==> config.mk <==
export PLATFORM = sky130hd
export DESIGN_NAME = sid_chip
export DESIGN_NICKNAME = d
export VERILOG_FILES = /design/src/logic/sid_bus_pkg.sv /design/src/logic/sid_voice_pkg.sv /design/src/logic/sid_audio_out.sv /design/src/logic/sid_chip.sv /design/src/logic/sid_envelope.sv /design/src/logic/sid_oscillator.sv /design/src/logic/sid_reg_decode.sv /design/src/logic/sid_tick_gen.sv
export VERILOG_INCLUDE_DIRS = /design/src /design/src/logic
export SDC_FILE = /design/constraint.sdc
export NUM_CORES = 1
export LEC_CHECK = 0
export BUFFER_PORTS_ARGS = -buffer_cell sky130_fd_sc_hd__buf_2
export CAP_MARGIN = 25
export CORE_MARGIN = 5
export CORE_UTILIZATION = 60
export CTS_CLUSTER_DIAMETER = 120
export DETAILED_ROUTE_END_ITERATION = 12
export GPL_TIMING_DRIVEN = 0
export PLACE_DENSITY = 0.77
export SLEW_MARGIN = 10
export SYNTH_ARGS = -nofsm -noshare
export SYNTH_HDL_FRONTEND = slang
export SYNTH_SLANG_ARGS = --single-unit
==> constraint.sdc <==
create_clock -name local_clock -period 9.9 [get_ports local_clock]
set_input_delay 1.485 -clock local_clock [delete_from_list [all_inputs] [get_ports local_clock]]
set_output_delay 1.485 -clock local_clock [all_outputs]
set_load 0.005 [all_outputs]
==> src/logic/sid_macros.svh <==
`ifndef SID_MACROS_SVH
`define SID_MACROS_SVH

// ------------------------------
// register offsets inside the 32-byte window
// ------------------------------
`define SID_OFF_FREQ_L    5'h00
`define SID_OFF_FREQ_H    5'h01
`define SID_OFF_PW_L      5'h02
`define SID_OFF_PW_H      5'h03
`define SID_OFF_CONTROL   5'h04
`define SID_OFF_ATTDEC    5'h05
`define SID_OFF_SSTREL    5'h06
`define SID_OFF_MODEVOL   5'h18

// local_clock cycles per sample tick
`define SID_SAMPLE_DIV    24
// sample ticks per envelope tick
`define SID_ENV_DIV       16

// datapath widths
`define SID_PHASE_W       23
`define SID_AVG_W         24
`define SID_PRBS_W        24
`define SID_ENV_W         6

// register reset values
`define SID_RST_FREQ      16'd60000
`define SID_RST_PW        12'd2048
`define SID_RST_SUSTAIN   4'd8
`define SID_RST_VOLUME    4'd15
`define SID_PRBS_SEED     42

// modulator threshold
`define SID_SD_THRESHOLD  128

`endif

==> src/logic/sid_bus_pkg.sv <==
package sid_bus_pkg;

    // full bus address
    typedef logic [15:0] bus_addr_t;

    // offset within the register window
    typedef logic [4:0] reg_addr_t;

    // bus data byte
    typedef logic [7:0] bus_data_t;

    // ------------------------------
    // one bus request, as sampled from the ports
    // ------------------------------
    typedef struct packed {
        bus_addr_t adr;
        bus_data_t dat;
        logic      we;
        logic      stb;
        logic      cyc;
    } bus_req_t;

endpackage

==> src/logic/sid_voice_pkg.sv <==
`include "sid_macros.svh"

package sid_voice_pkg;

    typedef logic [15:0] freq_t;
    typedef logic [11:0] pw_t;
    // rates, sustain level, master volume
    typedef logic [3:0] nibble_t;
    // dc-free voice sample
    typedef logic signed [8:0] sample_t;
    typedef logic [`SID_ENV_W-1:0] env_level_t;

    // envelope phases, release doubles as idle
    typedef enum logic [1:0] {
        ENV_RELEASE,
        ENV_ATTACK,
        ENV_DECAY,
        ENV_SUSTAIN
    } env_state_e;

    // ------------------------------
    // voice register bundle
    // ------------------------------
    typedef struct packed {
        freq_t   freq;
        pw_t     pw;
        nibble_t extra;
        // control byte, msb first
        logic    noise;
        logic    pulse;
        logic    saw;
        logic    triangle;
        logic    test;
        logic    ringmod;
        logic    sync;
        logic    gate;
        nibble_t attack_rate;
        nibble_t decay_rate;
        nibble_t sustain_lvl;
        nibble_t release_rate;
    } voice_regs_t;

endpackage

==> src/logic/sid_audio_out.sv <==
`include "sid_macros.svh"

module sid_audio_out (
    input  logic                      local_clock,
    input  logic                      rst,
    input  logic                      sample_tick_i,
    input  sid_voice_pkg::sample_t    wave_i,
    input  sid_voice_pkg::env_level_t level_i,
    input  sid_voice_pkg::nibble_t    volume_i,
    output logic                      audio_p_o,
    output logic                      audio_n_o
);

    logic signed [15:0]     voice_prod_q;
    logic signed [13:0]     vol_prod_q;
    sid_voice_pkg::sample_t voice_scaled;
    sid_voice_pkg::sample_t audio_scaled;
    logic                   audio_neg;
    logic [8:0]             audio_abs;
    logic [15:0]            acc_q;
    logic [15:0]            acc_sum;
    logic                   pulse_q;

    // ------------------------------
    // two-stage scaling
    // ------------------------------
    // drop the 6 envelope fraction bits
    assign voice_scaled = voice_prod_q[14:6];
    // volume is 4 fraction bits
    assign audio_scaled = vol_prod_q[12:4];

    assign audio_neg = audio_scaled[8];
    assign audio_abs = audio_neg ? -audio_scaled : audio_scaled;
    assign acc_sum   = acc_q + 16'(audio_abs);

    always_ff @(posedge local_clock or posedge rst) begin
        if (rst) begin
            voice_prod_q <= '0;
            vol_prod_q   <= '0;
        end else if (sample_tick_i) begin
            voice_prod_q <= wave_i * $signed({1'b0, level_i});
            vol_prod_q   <= voice_scaled * $signed({1'b0, volume_i});
        end
    end

    // ------------------------------
    // first-order sigma-delta, every cycle
    // ------------------------------
    always_ff @(posedge local_clock or posedge rst) begin
        if (rst) begin
            acc_q   <= '0;
            pulse_q <= 1'b0;
        end else if (acc_sum >= 16'(`SID_SD_THRESHOLD)) begin
            acc_q   <= acc_sum - 16'(`SID_SD_THRESHOLD);
            pulse_q <= 1'b1;
        end else begin
            acc_q   <= acc_sum;
            pulse_q <= 1'b0;
        end
    end

    // sign picks the leg
    assign audio_p_o = audio_neg ? 1'b0 : pulse_q;
    assign audio_n_o = audio_neg ? pulse_q : 1'b0;

endmodule

==> src/logic/sid_chip.sv <==
module sid_chip #(
    parameter sid_bus_pkg::bus_addr_t BASE_ADDRESS = '0
) (
    input  logic                   local_clock,
    input  logic                   rst,
    input  sid_bus_pkg::bus_addr_t adr_i,
    input  sid_bus_pkg::bus_data_t dat_i,
    input  logic                   we_i,
    input  logic                   stb_i,
    input  logic                   cyc_i,
    output sid_bus_pkg::bus_data_t dat_o,
    output logic                   ack_o,
    output logic                   audio_p_o,
    output logic                   audio_n_o
);

    sid_bus_pkg::bus_req_t      bus_req;
    sid_voice_pkg::voice_regs_t voice_regs;
    sid_voice_pkg::nibble_t     volume;
    logic                       sample_tick;
    logic                       env_tick;
    sid_voice_pkg::sample_t     wave;
    sid_voice_pkg::env_level_t  env_level;

    // bus ports into one request
    assign bus_req = '{adr: adr_i, dat: dat_i, we: we_i, stb: stb_i, cyc: cyc_i};

    // ------------------------------
    // register decode
    // ------------------------------
    sid_reg_decode #(
        .BASE_ADDRESS(BASE_ADDRESS)
    ) u_reg_decode (
        .local_clock(local_clock),
        .rst        (rst),
        .bus_req_i  (bus_req),
        .dat_o      (dat_o),
        .ack_o      (ack_o),
        .voice_o    (voice_regs),
        .volume_o   (volume)
    );

    sid_tick_gen u_tick_gen (
        .local_clock  (local_clock),
        .rst          (rst),
        .sample_tick_o(sample_tick),
        .env_tick_o   (env_tick)
    );

    // ------------------------------
    // voice and output
    // ------------------------------
    sid_oscillator u_oscillator (
        .local_clock  (local_clock),
        .rst          (rst),
        .sample_tick_i(sample_tick),
        .voice_i      (voice_regs),
        .wave_o       (wave)
    );

    sid_envelope u_envelope (
        .local_clock(local_clock),
        .rst        (rst),
        .env_tick_i (env_tick),
        .voice_i    (voice_regs),
        .level_o    (env_level)
    );

    sid_audio_out u_audio_out (
        .local_clock  (local_clock),
        .rst          (rst),
        .sample_tick_i(sample_tick),
        .wave_i       (wave),
        .level_i      (env_level),
        .volume_i     (volume),
        .audio_p_o    (audio_p_o),
        .audio_n_o    (audio_n_o)
    );

endmodule

==> src/logic/sid_envelope.sv <==
`include "sid_macros.svh"

module sid_envelope (
    input  logic                       local_clock,
    input  logic                       rst,
    input  logic                       env_tick_i,
    input  sid_voice_pkg::voice_regs_t voice_i,
    output sid_voice_pkg::env_level_t  level_o
);

    localparam sid_voice_pkg::env_level_t LVL_MAX = '1;

    // ------------------------------
    // step periods in envelope ticks
    // ------------------------------
    // 0..15 attack, 16..31 decay or release
    localparam logic [13:0] RATE_TABLE [32] = '{
        14'd1,    14'd4,    14'd8,    14'd12,   14'd19,   14'd28,   14'd34,   14'd40,
        14'd50,   14'd125,  14'd250,  14'd400,  14'd500,  14'd1500, 14'd2500, 14'd4000,
        14'd3,    14'd12,   14'd24,   14'd36,   14'd57,   14'd84,   14'd102,  14'd120,
        14'd150,  14'd375,  14'd750,  14'd1200, 14'd1500, 14'd4500, 14'd7500, 14'd12000
    };

    sid_voice_pkg::env_state_e state_q;
    sid_voice_pkg::env_state_e state_d;
    sid_voice_pkg::env_level_t level_q;
    sid_voice_pkg::env_level_t level_d;
    logic [13:0]               cnt_q;
    logic [13:0]               cnt_d;
    logic [4:0]                rate_sel;
    logic [3:0]                level_top;

    // compared against sustain
    assign level_top = level_q[`SID_ENV_W-1 -: 4];

    always_comb begin
        case (state_q)
            sid_voice_pkg::ENV_ATTACK:  rate_sel = {1'b0, voice_i.attack_rate};
            sid_voice_pkg::ENV_DECAY:   rate_sel = {1'b1, voice_i.decay_rate};
            sid_voice_pkg::ENV_SUSTAIN: rate_sel = 5'h00;
            default:                    rate_sel = {1'b1, voice_i.release_rate};
        endcase
    end

    // ------------------------------
    // level step and state change
    // ------------------------------
    always_comb begin
        state_d = state_q;
        level_d = level_q;
        cnt_d   = cnt_q;
        if (cnt_q != '0) begin
            cnt_d = cnt_q - 1'b1;
        end else begin
            case (state_q)
                sid_voice_pkg::ENV_ATTACK: begin
                    if (level_q != LVL_MAX)
                        level_d = level_q + 1'b1;
                end
                sid_voice_pkg::ENV_DECAY: begin
                    if (level_top > voice_i.sustain_lvl)
                        level_d = level_q - 1'b1;
                end
                sid_voice_pkg::ENV_RELEASE: begin
                    if (level_q != '0)
                        level_d = level_q - 1'b1;
                end
                default: ;
            endcase
            // reload period for the current phase
            cnt_d = RATE_TABLE[rate_sel];
        end

        // gate low always releases
        if (!voice_i.gate) begin
            state_d = sid_voice_pkg::ENV_RELEASE;
        end else begin
            case (state_q)
                sid_voice_pkg::ENV_RELEASE: state_d = sid_voice_pkg::ENV_ATTACK;
                sid_voice_pkg::ENV_ATTACK: begin
                    if (level_q == LVL_MAX)
                        state_d = sid_voice_pkg::ENV_DECAY;
                end
                sid_voice_pkg::ENV_DECAY: begin
                    if (level_top <= voice_i.sustain_lvl)
                        state_d = sid_voice_pkg::ENV_SUSTAIN;
                end
                default: begin
                    // sustain raised above level, decay again
                    if (level_top > voice_i.sustain_lvl)
                        state_d = sid_voice_pkg::ENV_DECAY;
                end
            endcase
        end
    end

    always_ff @(posedge local_clock or posedge rst) begin
        if (rst) begin
            state_q <= sid_voice_pkg::ENV_RELEASE;
            level_q <= '0;
            cnt_q   <= '0;
        end else if (env_tick_i) begin
            state_q <= state_d;
            level_q <= level_d;
            cnt_q   <= cnt_d;
        end
    end

    assign level_o = level_q;

endmodule

==> src/logic/sid_oscillator.sv <==
`include "sid_macros.svh"

module sid_oscillator (
    input  logic                       local_clock,
    input  logic                       rst,
    input  logic                       sample_tick_i,
    input  sid_voice_pkg::voice_regs_t voice_i,
    output sid_voice_pkg::sample_t     wave_o
);

    logic [`SID_PHASE_W-1:0] phase_q;
    logic                    step_bit_q;
    logic                    step;
    sid_voice_pkg::pw_t      pw_q;
    logic [`SID_PRBS_W-1:0]  prbs_q;
    logic [`SID_AVG_W-1:0]   avg_q;
    logic [7:0]              avg_top;
    logic [7:0]              pos;
    logic [7:0]              tri_w;
    logic [7:0]              pulse_w;
    logic [7:0]              wave_d;
    logic [7:0]              wave_q;

    // ------------------------------
    // phase and step detect
    // ------------------------------
    // rising edge of phase bit 17, seen on a sample tick
    assign step = sample_tick_i & phase_q[`SID_PHASE_W-6] & ~step_bit_q;
    assign pos  = phase_q[`SID_PHASE_W-1 -: 8];

    // ------------------------------
    // waveforms from the top phase byte
    // ------------------------------
    // fold upper half back down, x2
    assign tri_w   = {(pos[7] ? ~pos[6:0] : pos[6:0]), 1'b0};
    assign pulse_w = (pos > pw_q[11:4]) ? 8'h00 : 8'hFF;

    always_comb begin
        if (voice_i.noise | voice_i.pulse | voice_i.saw | voice_i.triangle) begin
            // unselected waves pass all ones into the and
            wave_d = (voice_i.saw      ? pos                          : 8'hFF) &
                     (voice_i.triangle ? tri_w                        : 8'hFF) &
                     (voice_i.pulse    ? pulse_w                      : 8'hFF) &
                     (voice_i.noise    ? prbs_q[`SID_PRBS_W-1 -: 8]   : 8'hFF);
        end else begin
            // no wave selected, mid-level
            wave_d = 8'h7F;
        end
    end

    assign avg_top = avg_q[`SID_AVG_W-1 -: 8];

    always_ff @(posedge local_clock or posedge rst) begin
        if (rst) begin
            phase_q    <= '0;
            step_bit_q <= 1'b0;
            pw_q       <= `SID_RST_PW;
            prbs_q     <= `SID_PRBS_W'(`SID_PRBS_SEED);
            wave_q     <= 8'h7F;
            avg_q      <= `SID_AVG_W'(1) << (`SID_AVG_W - 2);
        end else if (sample_tick_i) begin
            phase_q    <= phase_q + `SID_PHASE_W'(voice_i.freq);
            step_bit_q <= phase_q[`SID_PHASE_W-6];
            // pw and noise move once per step
            if (step) begin
                pw_q   <= voice_i.pw;
                prbs_q <= {prbs_q[`SID_PRBS_W-2:0],
                           prbs_q[`SID_PRBS_W-1] ^ prbs_q[`SID_PRBS_W-2]};
            end
            wave_q <= wave_d;
            // leaky running average, 1/65536 per sample
            avg_q  <= avg_q - `SID_AVG_W'(avg_top) + `SID_AVG_W'(wave_q);
        end
    end

    // dc removal
    assign wave_o = $signed({1'b0, wave_q}) - $signed({1'b0, avg_top});

endmodule

==> src/logic/sid_reg_decode.sv <==
`include "sid_macros.svh"

module sid_reg_decode #(
    parameter sid_bus_pkg::bus_addr_t BASE_ADDRESS = '0
) (
    input  logic                       local_clock,
    input  logic                       rst,
    input  sid_bus_pkg::bus_req_t      bus_req_i,
    output sid_bus_pkg::bus_data_t     dat_o,
    output logic                       ack_o,
    output sid_voice_pkg::voice_regs_t voice_o,
    output sid_voice_pkg::nibble_t     volume_o
);

    // saw and triangle on, sustain half way
    localparam sid_voice_pkg::voice_regs_t RST_REGS = '{
        freq:        `SID_RST_FREQ,
        pw:          `SID_RST_PW,
        saw:         1'b1,
        triangle:    1'b1,
        sustain_lvl: `SID_RST_SUSTAIN,
        default:     '0
    };

    sid_bus_pkg::reg_addr_t     offset;
    logic                       in_window;
    logic                       mapped;
    sid_voice_pkg::voice_regs_t regs_q;
    sid_voice_pkg::nibble_t     volume_q;

    // window match on the upper address bits
    assign in_window = bus_req_i.adr[15:5] == BASE_ADDRESS[15:5];
    assign offset    = bus_req_i.adr[4:0];

    // ------------------------------
    // readback mux, flags mapped offsets too
    // ------------------------------
    always_comb begin
        mapped = in_window;
        dat_o  = '0;
        case (offset)
            `SID_OFF_FREQ_L:  dat_o = regs_q.freq[7:0];
            `SID_OFF_FREQ_H:  dat_o = regs_q.freq[15:8];
            `SID_OFF_PW_L:    dat_o = regs_q.pw[7:0];
            `SID_OFF_PW_H:    dat_o = {regs_q.extra, regs_q.pw[11:8]};
            `SID_OFF_CONTROL: dat_o = regs_q[23:16];
            `SID_OFF_ATTDEC:  dat_o = {regs_q.attack_rate, regs_q.decay_rate};
            `SID_OFF_SSTREL:  dat_o = {regs_q.sustain_lvl, regs_q.release_rate};
            `SID_OFF_MODEVOL: dat_o = {4'h0, volume_q};
            default:          mapped = 1'b0;
        endcase
        // nothing outside the window
        if (!mapped)
            dat_o = '0;
    end

    // ------------------------------
    // register writes and ack
    // ------------------------------
    always_ff @(posedge local_clock or posedge rst) begin
        if (rst) begin
            regs_q   <= RST_REGS;
            volume_q <= `SID_RST_VOLUME;
            ack_o    <= 1'b0;
        end else begin
            ack_o <= bus_req_i.cyc & bus_req_i.stb & mapped;
            if (bus_req_i.cyc && bus_req_i.stb && bus_req_i.we && mapped) begin
                case (offset)
                    `SID_OFF_FREQ_L:  regs_q.freq[7:0]  <= bus_req_i.dat;
                    `SID_OFF_FREQ_H:  regs_q.freq[15:8] <= bus_req_i.dat;
                    `SID_OFF_PW_L:    regs_q.pw[7:0]    <= bus_req_i.dat;
                    `SID_OFF_PW_H:    {regs_q.extra, regs_q.pw[11:8]} <= bus_req_i.dat;
                    // control byte sits at bits 23..16 of the bundle
                    `SID_OFF_CONTROL: regs_q[23:16] <= bus_req_i.dat;
                    `SID_OFF_ATTDEC:  {regs_q.attack_rate, regs_q.decay_rate} <= bus_req_i.dat;
                    `SID_OFF_SSTREL:  {regs_q.sustain_lvl, regs_q.release_rate} <= bus_req_i.dat;
                    // filter mode bits not kept
                    `SID_OFF_MODEVOL: volume_q <= bus_req_i.dat[3:0];
                    default: ;
                endcase
            end
        end
    end

    assign voice_o  = regs_q;
    assign volume_o = volume_q;

endmodule

==> src/logic/sid_tick_gen.sv <==
`include "sid_macros.svh"

module sid_tick_gen (
    input  logic local_clock,
    input  logic rst,
    output logic sample_tick_o,
    output logic env_tick_o
);

    localparam int SMP_W = $clog2(`SID_SAMPLE_DIV);
    localparam int ENV_CNT_W = $clog2(`SID_ENV_DIV);

    logic [SMP_W-1:0]     smp_cnt;
    logic [ENV_CNT_W-1:0] env_cnt;

    // one-cycle pulses at terminal count
    assign sample_tick_o = smp_cnt == '0;
    assign env_tick_o    = sample_tick_o && env_cnt == '0;

    always_ff @(posedge local_clock or posedge rst) begin
        if (rst) begin
            smp_cnt <= SMP_W'(`SID_SAMPLE_DIV - 1);
            env_cnt <= ENV_CNT_W'(`SID_ENV_DIV - 1);
        end else begin
            if (sample_tick_o)
                smp_cnt <= SMP_W'(`SID_SAMPLE_DIV - 1);
            else
                smp_cnt <= smp_cnt - 1'b1;
            // envelope divider counts sample ticks
            if (sample_tick_o) begin
                if (env_cnt == '0)
                    env_cnt <= ENV_CNT_W'(`SID_ENV_DIV - 1);
                else
                    env_cnt <= env_cnt - 1'b1;
            end
        end
    end

endmodule

Word level (Yosys, flattened, before mapping)
Memories as Yosys holds them, arrays and structs flattened.
Index checks and enable logic that the tools add are counted.
{ "word_totals": {"regBits": 229, "romBits": 448, "in_bits": 29, "out_inout_bits": 11, "word_cells": 141, "n_memories": 1} }
{ "memory_table": {"columns": ["name", "words", "width", "read_ports", "rd_clocked_by_memory_dff", "write_ports", "line_no", "rtl"], "rows": [
  ["(name not given)", 32, 14, 1, 0, 0, "sid_envelope.sv:71", "cnt_d = RATE_TABLE[rate_sel];"]
]} }
{ "classes": {"addsub": 12, "multipliers": 2, "order_cmp": 5, "eq_ne": 18, "muxes": 30, "n_bitwise": 15, "reduce_logical": 24} }
{ "op_table": {"columns": ["op", "count"], "rows": [
  ["$pmux 8 s8", 1],
  ["$mux 8", 7],
  ["$mux 14", 3],
  ["$add 24x8->24", 1],
  ["$and 8x8->8", 3],
  ["$sub 24x8->24", 1],
  ["$add 23x16->23", 1],
  ["$mux 6", 3],
  ["$pmux 6 s3", 1],
  ["$reduce_and 2->1", 9],
  ["$add 16x9->16", 1],
  ["$ge 16x8->1 const B", 1],
  ["$mux 16", 1],
  ["$sub 16x8->16 const B", 1],
  ["$eq 5x3->1 const B", 3],
  ["$mul 9x7->15", 1],
  ["$pmux 5 s3", 1],
  ["$reduce_bool 14->1", 1],
  ["$sub 14x1->14 const B", 1],
  ["$mul 9x5->13", 1],
  ["$logic_not 11->1", 1],
  ["$eq 5x2->1 const B", 2],
  ["$logic_not 5->1", 2],
  ["$mux 9", 1],
  ["39 further kinds", 58]
]} }

Logic depth before layout (Yosys ltp)
{ "depth": {"ltp_word": 7, "mapped_depth": 25, "depth_no_buf": 25} }

Hierarchy
A second synthesis with hierarchy kept.
{ "unflattened": {"cells_unflattened": 1793, "area_unflattened_um2": 17251.5} }
{ "modules_own_cells": {"columns": ["mod", "n_inst", "cells_each", "area_per_inst_um2", "seq_area_each_um2"], "rows": [
  ["sid_oscillator", 1, 664, 6238.5, 2217.1],
  ["sid_audio_out", 1, 583, 5247.5, 875.8],
  ["sid_reg_decode", 1, 229, 3076.7, 1545.2],
  ["sid_envelope", 1, 275, 2245.9, 550.5],
  ["sid_tick_gen", 1, 42, 442.9, 235.2]
]} }

Worst setup path after synthesis
OpenSTA, ideal clock, no wires.
{ "synth_path": {"path_kind": "register -> register", "startpoint": "register u_oscillator.wave_q[0]", "endpoint": "register u_audio_out.voice_prod_q[12]", "setup_ns": 0.133, "arrival_ns": 5.632, "required_ns": 9.767, "slack_ns": 4.135, "path_stages_with_launch": 25, "n_path_buf": 0, "synth_period_minus_slack_ns": 5.765, "path_cell_list": "dfstp_2 > inv_1 > ha_1 > fa_1 > nor2b_1 > o21ai_0 > a21boi_0 > nor2_1 > and2_1 > fa_1 > inv_1 > fa_1 > inv_1 > fa_1 > inv_1 > fa_1 > inv_1 > ha_1 > or2_2 > a21oi_1 > nor3_1 > or3_1 > a21oi_1 > xor2_1 > o21ai_0"} }
{ "synth_between": {"elab_chain_cells": 2} }
{ "synth_lines": {"columns": ["element", "line_no", "rtl"], "rows": [
  ["start: declaration", "sid_oscillator.sv:22", "logic [7:0] wave_q;"],
  ["start signal: assignment", "sid_oscillator.sv:70", "wave_q <= wave_d;"],
  ["$sub 8x8->9", "sid_oscillator.sv:77", "assign wave_o = $signed({1'b0, wave_q}) - $signed({1'b0, avg_top});"],
  ["$mul 9x7->15", "sid_audio_out.sv:41", "voice_prod_q <= wave_i * $signed({1'b0, level_i});"],
  ["end signal: assignment", "sid_audio_out.sv:41", null],
  ["end: declaration", "sid_audio_out.sv:14", "logic signed [15:0] voice_prod_q;"]
]} }
No other way between the ends.
A chain may end at the register's enable or synchronous reset.

Final worst setup path
{ "layout_path": {"startpoint": "register u_oscillator.avg_q[18]", "endpoint": "register u_audio_out.voice_prod_q[14]"} }
{ "layout_between": {"elab_chain_cells": 2} }
{ "layout_lines": {"columns": ["element", "line_no", "rtl"], "rows": [
  ["start: declaration", "sid_oscillator.sv:16", "logic [`SID_AVG_W-1:0] avg_q;"],
  ["start signal: assignment", "sid_oscillator.sv:60", "avg_q <= `SID_AVG_W'(1) << (`SID_AVG_W - 2);"],
  ["start signal: assignment", "sid_oscillator.sv:72", "avg_q <= avg_q - `SID_AVG_W'(avg_top) + `SID_AVG_W'(wave_q);"],
  ["$sub 8x8->9", "sid_oscillator.sv:77", null],
  ["$mul 9x7->15", "sid_audio_out.sv:41", null]
]} }
No other way between the ends.

==> metrics.md <==
| Metric | Value |
|---|---|
| Global-route wire length before repair | 62,500 µm |
| Number of global-route vias before repair | 12,900 |
| Number of warning messages in the yosys log | 0 |
| Count of max-cap constraint violations | 0 |
| Number of library cell types mapped by synthesis | 88 |
| Adder and majority cell fraction of the synthesized area | 18.4% |
| Drc violations | 0 |
| Number of antenna violations at the first check in global routing | 0 |
| Rows | 60 |
| Clock Pin Slew Worst Setup and Hold Paths | 60 ps |
| CTS Root Buffer Type | sky130_fd_sc_hd__clkbuf_16 |
| TritonCTS clock tree | done |
| First-pass iteration count of the detailed router | 5 |
| CTS sink count | 215 |
| HP Class | reg -> reg |
| Setup repair after global routing missed its margin | false |
| Start point of the worst hold path | u_tick_gen.smp_cnt[0]$_DFF_PP1_ |
| Leakage power of the design | 0.00848 µW |
| Startpoint of the lowest-slack register-to-register path | u_oscillator.avg_q[18]$_DFFE_PP0P_ |
| Multiplexer fraction of the synthesized cell area | 6.54% |
| Final non-filler cell total | 2,154 |
| Setup-violating endpoint count in the final report | 0 |
| Synth Instances | 1,726 |
| Congestion Overflow GR | 0 |
| Count of flip-flops with a built-in enable after synthesis | 0 |
| Post-route total power | 1900 µW |
| Shortest clock period the worst path allows after layout | 6410 ps |
| DRC marker count from the first detailed-route iteration | 898 |
| Die height | 175 µm |
| Post-synth net total | 1,956 |
| Result of the run | finished, final reports clean |
| Number of H-tree levels | 1 |
| Worst-case vdd ir drop | 0.147 mV |
| Number of routed nets with antenna violations | 0 |
| Area Growth Syn to Fin | 9.61% |
| Avg Vias per Cell | 5.92 |
| Achievable frequency | 156 MHz |
| Number of hold-repair buffers added at the cts stage | 0 |
| Maximum clock path buffer count | 3 |
| Clk_lat worst skew | 540 ps |
| Capturing element type of the critical path | register |
| Post-synthesis area per instance | 9.44 µm² |
| Fraction of synthesized cell area in xor and xnor cells | 5.52% |
| Final Hold Viols | 0 |
| Dominant register cell in the synthesized netlist | sky130_fd_sc_hd__dfrtp_1 |
| Global placement routability congestion | 0.911 |
| Die width | 175 µm |
| Sequential share of the synthesized area | 33.3% |
| Compound-cell area share of the yosys netlist | 16.1% |
| Total wirelength of the detailed-routed design | 36,800 µm |
| Worst hold slack across all endpoints | 460 ps |
| Max-slew headroom | 33.0% |
| Number of vias after detailed routing | 12,700 |
| Total setup buffers inserted after CTS | 0 |
| Effective utilization at floorplan | 60.6% |
| Number of placed instances with taps included | 2,108 |
| Input/output buffers | 38 |
| HPWL after DPL | 27,400 µm |
| Clock skew after layout | 25.5 ps |
| Aggregate global-route resource usage | 24.2% |
| Final net count | 2,024 |
| Dominant combinational cell family by area after synthesis | adder cells |
| Final clock period utilization by the worst path | 64.8% |
| Number of top-level pins | 40 |
| Post-Route Setup TNS | 0 ps |
| WL/cell | 17.1 µm |
| Req. time, crit path | 10,280 ps |
| Netlist area before placement | 16,300 µm² |
| Worst setup path category | reg -> reg |
| Worst Max-Slew Pin Slew | 997 ps |
| Antenna cell count | 0 |
| CORE AREA | 26,900 µm² |
| Cells resized by post-CTS repair | 0 |
| Pin count of the biggest net entering global routing | 85 |
| Launch point of the critical path | u_oscillator.avg_q[18]$_DFFE_PP0P_ |
| FF+latch count, synth | 215 |
| Inserted Clock Buffers | 25 |
| Final number of max-transition violations | 0 |
| Worst EP arrival | 6800 ps |
| Highest fanout seen on the critical path | 6 |
| Crit path launch type | register |
| Post-synthesis simple-gate area fraction | 14.2% |
| Cell area power density | 106 nW/µm² |
| Synth async-reset ratio | 100% |
| Die ar. | 30,500 µm² |
| Share of cells above drive strength 1 | 13.4% |
through the flow:
stage	cell area, µm²	util, %	worst slack (ps)
finish	17900	66.4	3490
global route	17900	66.4	2950
CTS	17900	66.4	3470
detailed placement	17000	63.2	3510
global placement	16900	62.9	155
floorplan	16300	-	2590
synthesized netlist by cell type, drive strengths merged (16+ instances only):
library cell  count  area share [%]
a21o             29             1.3
fa               65             8.0
dfrtp           180              28
mux2             88             6.1
o21ai           125             3.8
clkbuf           50             1.2
a22oi            21             1.0
nor3             47             1.6
o21a             16            0.74
xnor2            64             3.5
nand2b           18            0.69
nand3            23            0.71
a21oi            79             2.4
a31oi            19            0.73
nor2b            18            0.69
ha              136              10
a211oi           20            0.95
inv             196             4.5
and2             63             2.4
xor2             37             2.0
nand2           148             3.4
nor2             75             1.8
dfstp            35             5.6
and3             16            0.61
layout make-up:
| type | count | area, µm² |
|---|---|---|
| well taps | 341 | 427 |
| clock buffers | 35 | 703 |
| plain buffers | 54 | 218 |
| fillers | 2129 | 9020 |
| repair buffers | 41 | 250 |
| flip-flops and latches | 215 | 5420 |
| clock inverters | 11 | 178 |
| inverters | 198 | 751 |
| multi-input cells | 1259 | 9910 |
layout by cell type, fill, tap and decap left out, types with 28 or more instances in the layout:
cell type and count:
sky130_fd_sc_hd__inv_1 195, sky130_fd_sc_hd__dfrtp_1 180, sky130_fd_sc_hd__nand2_1 148, sky130_fd_sc_hd__ha_1 136
sky130_fd_sc_hd__o21ai_0 119, sky130_fd_sc_hd__mux2_2 87, sky130_fd_sc_hd__a21oi_1 78, sky130_fd_sc_hd__nor2_1 72
sky130_fd_sc_hd__fa_1 65, sky130_fd_sc_hd__xnor2_1 63, sky130_fd_sc_hd__and2_1 63, sky130_fd_sc_hd__clkbuf_1 56
sky130_fd_sc_hd__nor3_1 43, sky130_fd_sc_hd__buf_2 39, sky130_fd_sc_hd__xor2_1 36, sky130_fd_sc_hd__dfstp_2 35
sky130_fd_sc_hd__a21o_1 28
worst max-delay path, stage by stage (launching register included):
cell and delay, ps:
sky130_fd_sc_hd__dfrtp_1 430, sky130_fd_sc_hd__inv_1 90, sky130_fd_sc_hd__ha_1 320, sky130_fd_sc_hd__nor2b_1 140
sky130_fd_sc_hd__o21ai_0 220, sky130_fd_sc_hd__a21boi_0 200, sky130_fd_sc_hd__o21a_1 220, sky130_fd_sc_hd__o41ai_1 770
sky130_fd_sc_hd__and2_1 340, sky130_fd_sc_hd__fa_1 460, sky130_fd_sc_hd__fa_1 470, sky130_fd_sc_hd__fa_1 540
sky130_fd_sc_hd__inv_1 50, sky130_fd_sc_hd__fa_1 500, sky130_fd_sc_hd__inv_1 40, sky130_fd_sc_hd__ha_1 330
sky130_fd_sc_hd__nand3_1 80, sky130_fd_sc_hd__nor3_1 300, sky130_fd_sc_hd__nor3_1 140, sky130_fd_sc_hd__o31ai_1 290
sky130_fd_sc_hd__xnor2_1 200, sky130_fd_sc_hd__o21ai_0 110
registers in the layout (all words and copies together) (netlist names):
register	flops
u_oscillator.prbs_q	24
u_reg_decode.ack_o	1
u_reg_decode.volume_o	4
u_audio_out.voice_prod_q	9
u_envelope.level_o	6
u_tick_gen.env_cnt	4
u_tick_gen.smp_cnt	5
u_audio_out.pulse_q	1
u_audio_out.acc_q	16
u_oscillator.avg_q	24
u_oscillator.pw_q	8
u_envelope.state_q	2
u_envelope.cnt_q	14
u_reg_decode.voice_o	56
u_oscillator.wave_q	8
u_audio_out.vol_prod_q	9
u_oscillator.phase_q	23
u_oscillator.step_bit_q	1
cell families after synthesis:
kind of cell / Yosys count
AND/OR/NAND/NOR: 462
AO/OA/AOI/OAI: 400
buffers and inverters: 252
flip-flops: 215
adder cells (fa/ha/maj): 201
XOR/XNOR: 101
multiplexers: 95
worst paths after layout:
check	to	slack, ps	cells after the start
min in group asynchronous	u_oscillator.avg_q[11]$_DFFE_PP0P_	960	2
setup / recovery	u_audio_out.voice_prod_q[14]$_DFFE_PP0P_	3490	21
hold / removal	u_tick_gen.smp_cnt[0]$_DFF_PP1_	460	1
setup reg to reg	u_audio_out.voice_prod_q[14]$_DFFE_PP0P_	3490	21
hold reg to reg	u_tick_gen.smp_cnt[0]$_DFF_PP1_	460	1
max in group asynchronous	u_audio_out.acc_q[14]$_DFF_PP0_	8120	3
report_power, final:
part	leakage, µW	internal (µW)	switching (µW)
registers	0.00285	880	0.0120
logic	0.00520	8.36	29.0
clock network	0.000434	603	380
metal layers:
layer / up-vias / GRT usage (%) / wire length [µm]
met3: 76 / 2.94 / 1790
met2: 334 / 41.9 / 17900
met5: - / 0 / 0
met4: 0 / 6.19 / 989
li1: 6129 / - / -
met1: 6204 / 32.6 / 16100
Note: power is estimated with default switching activity, not from simulation.
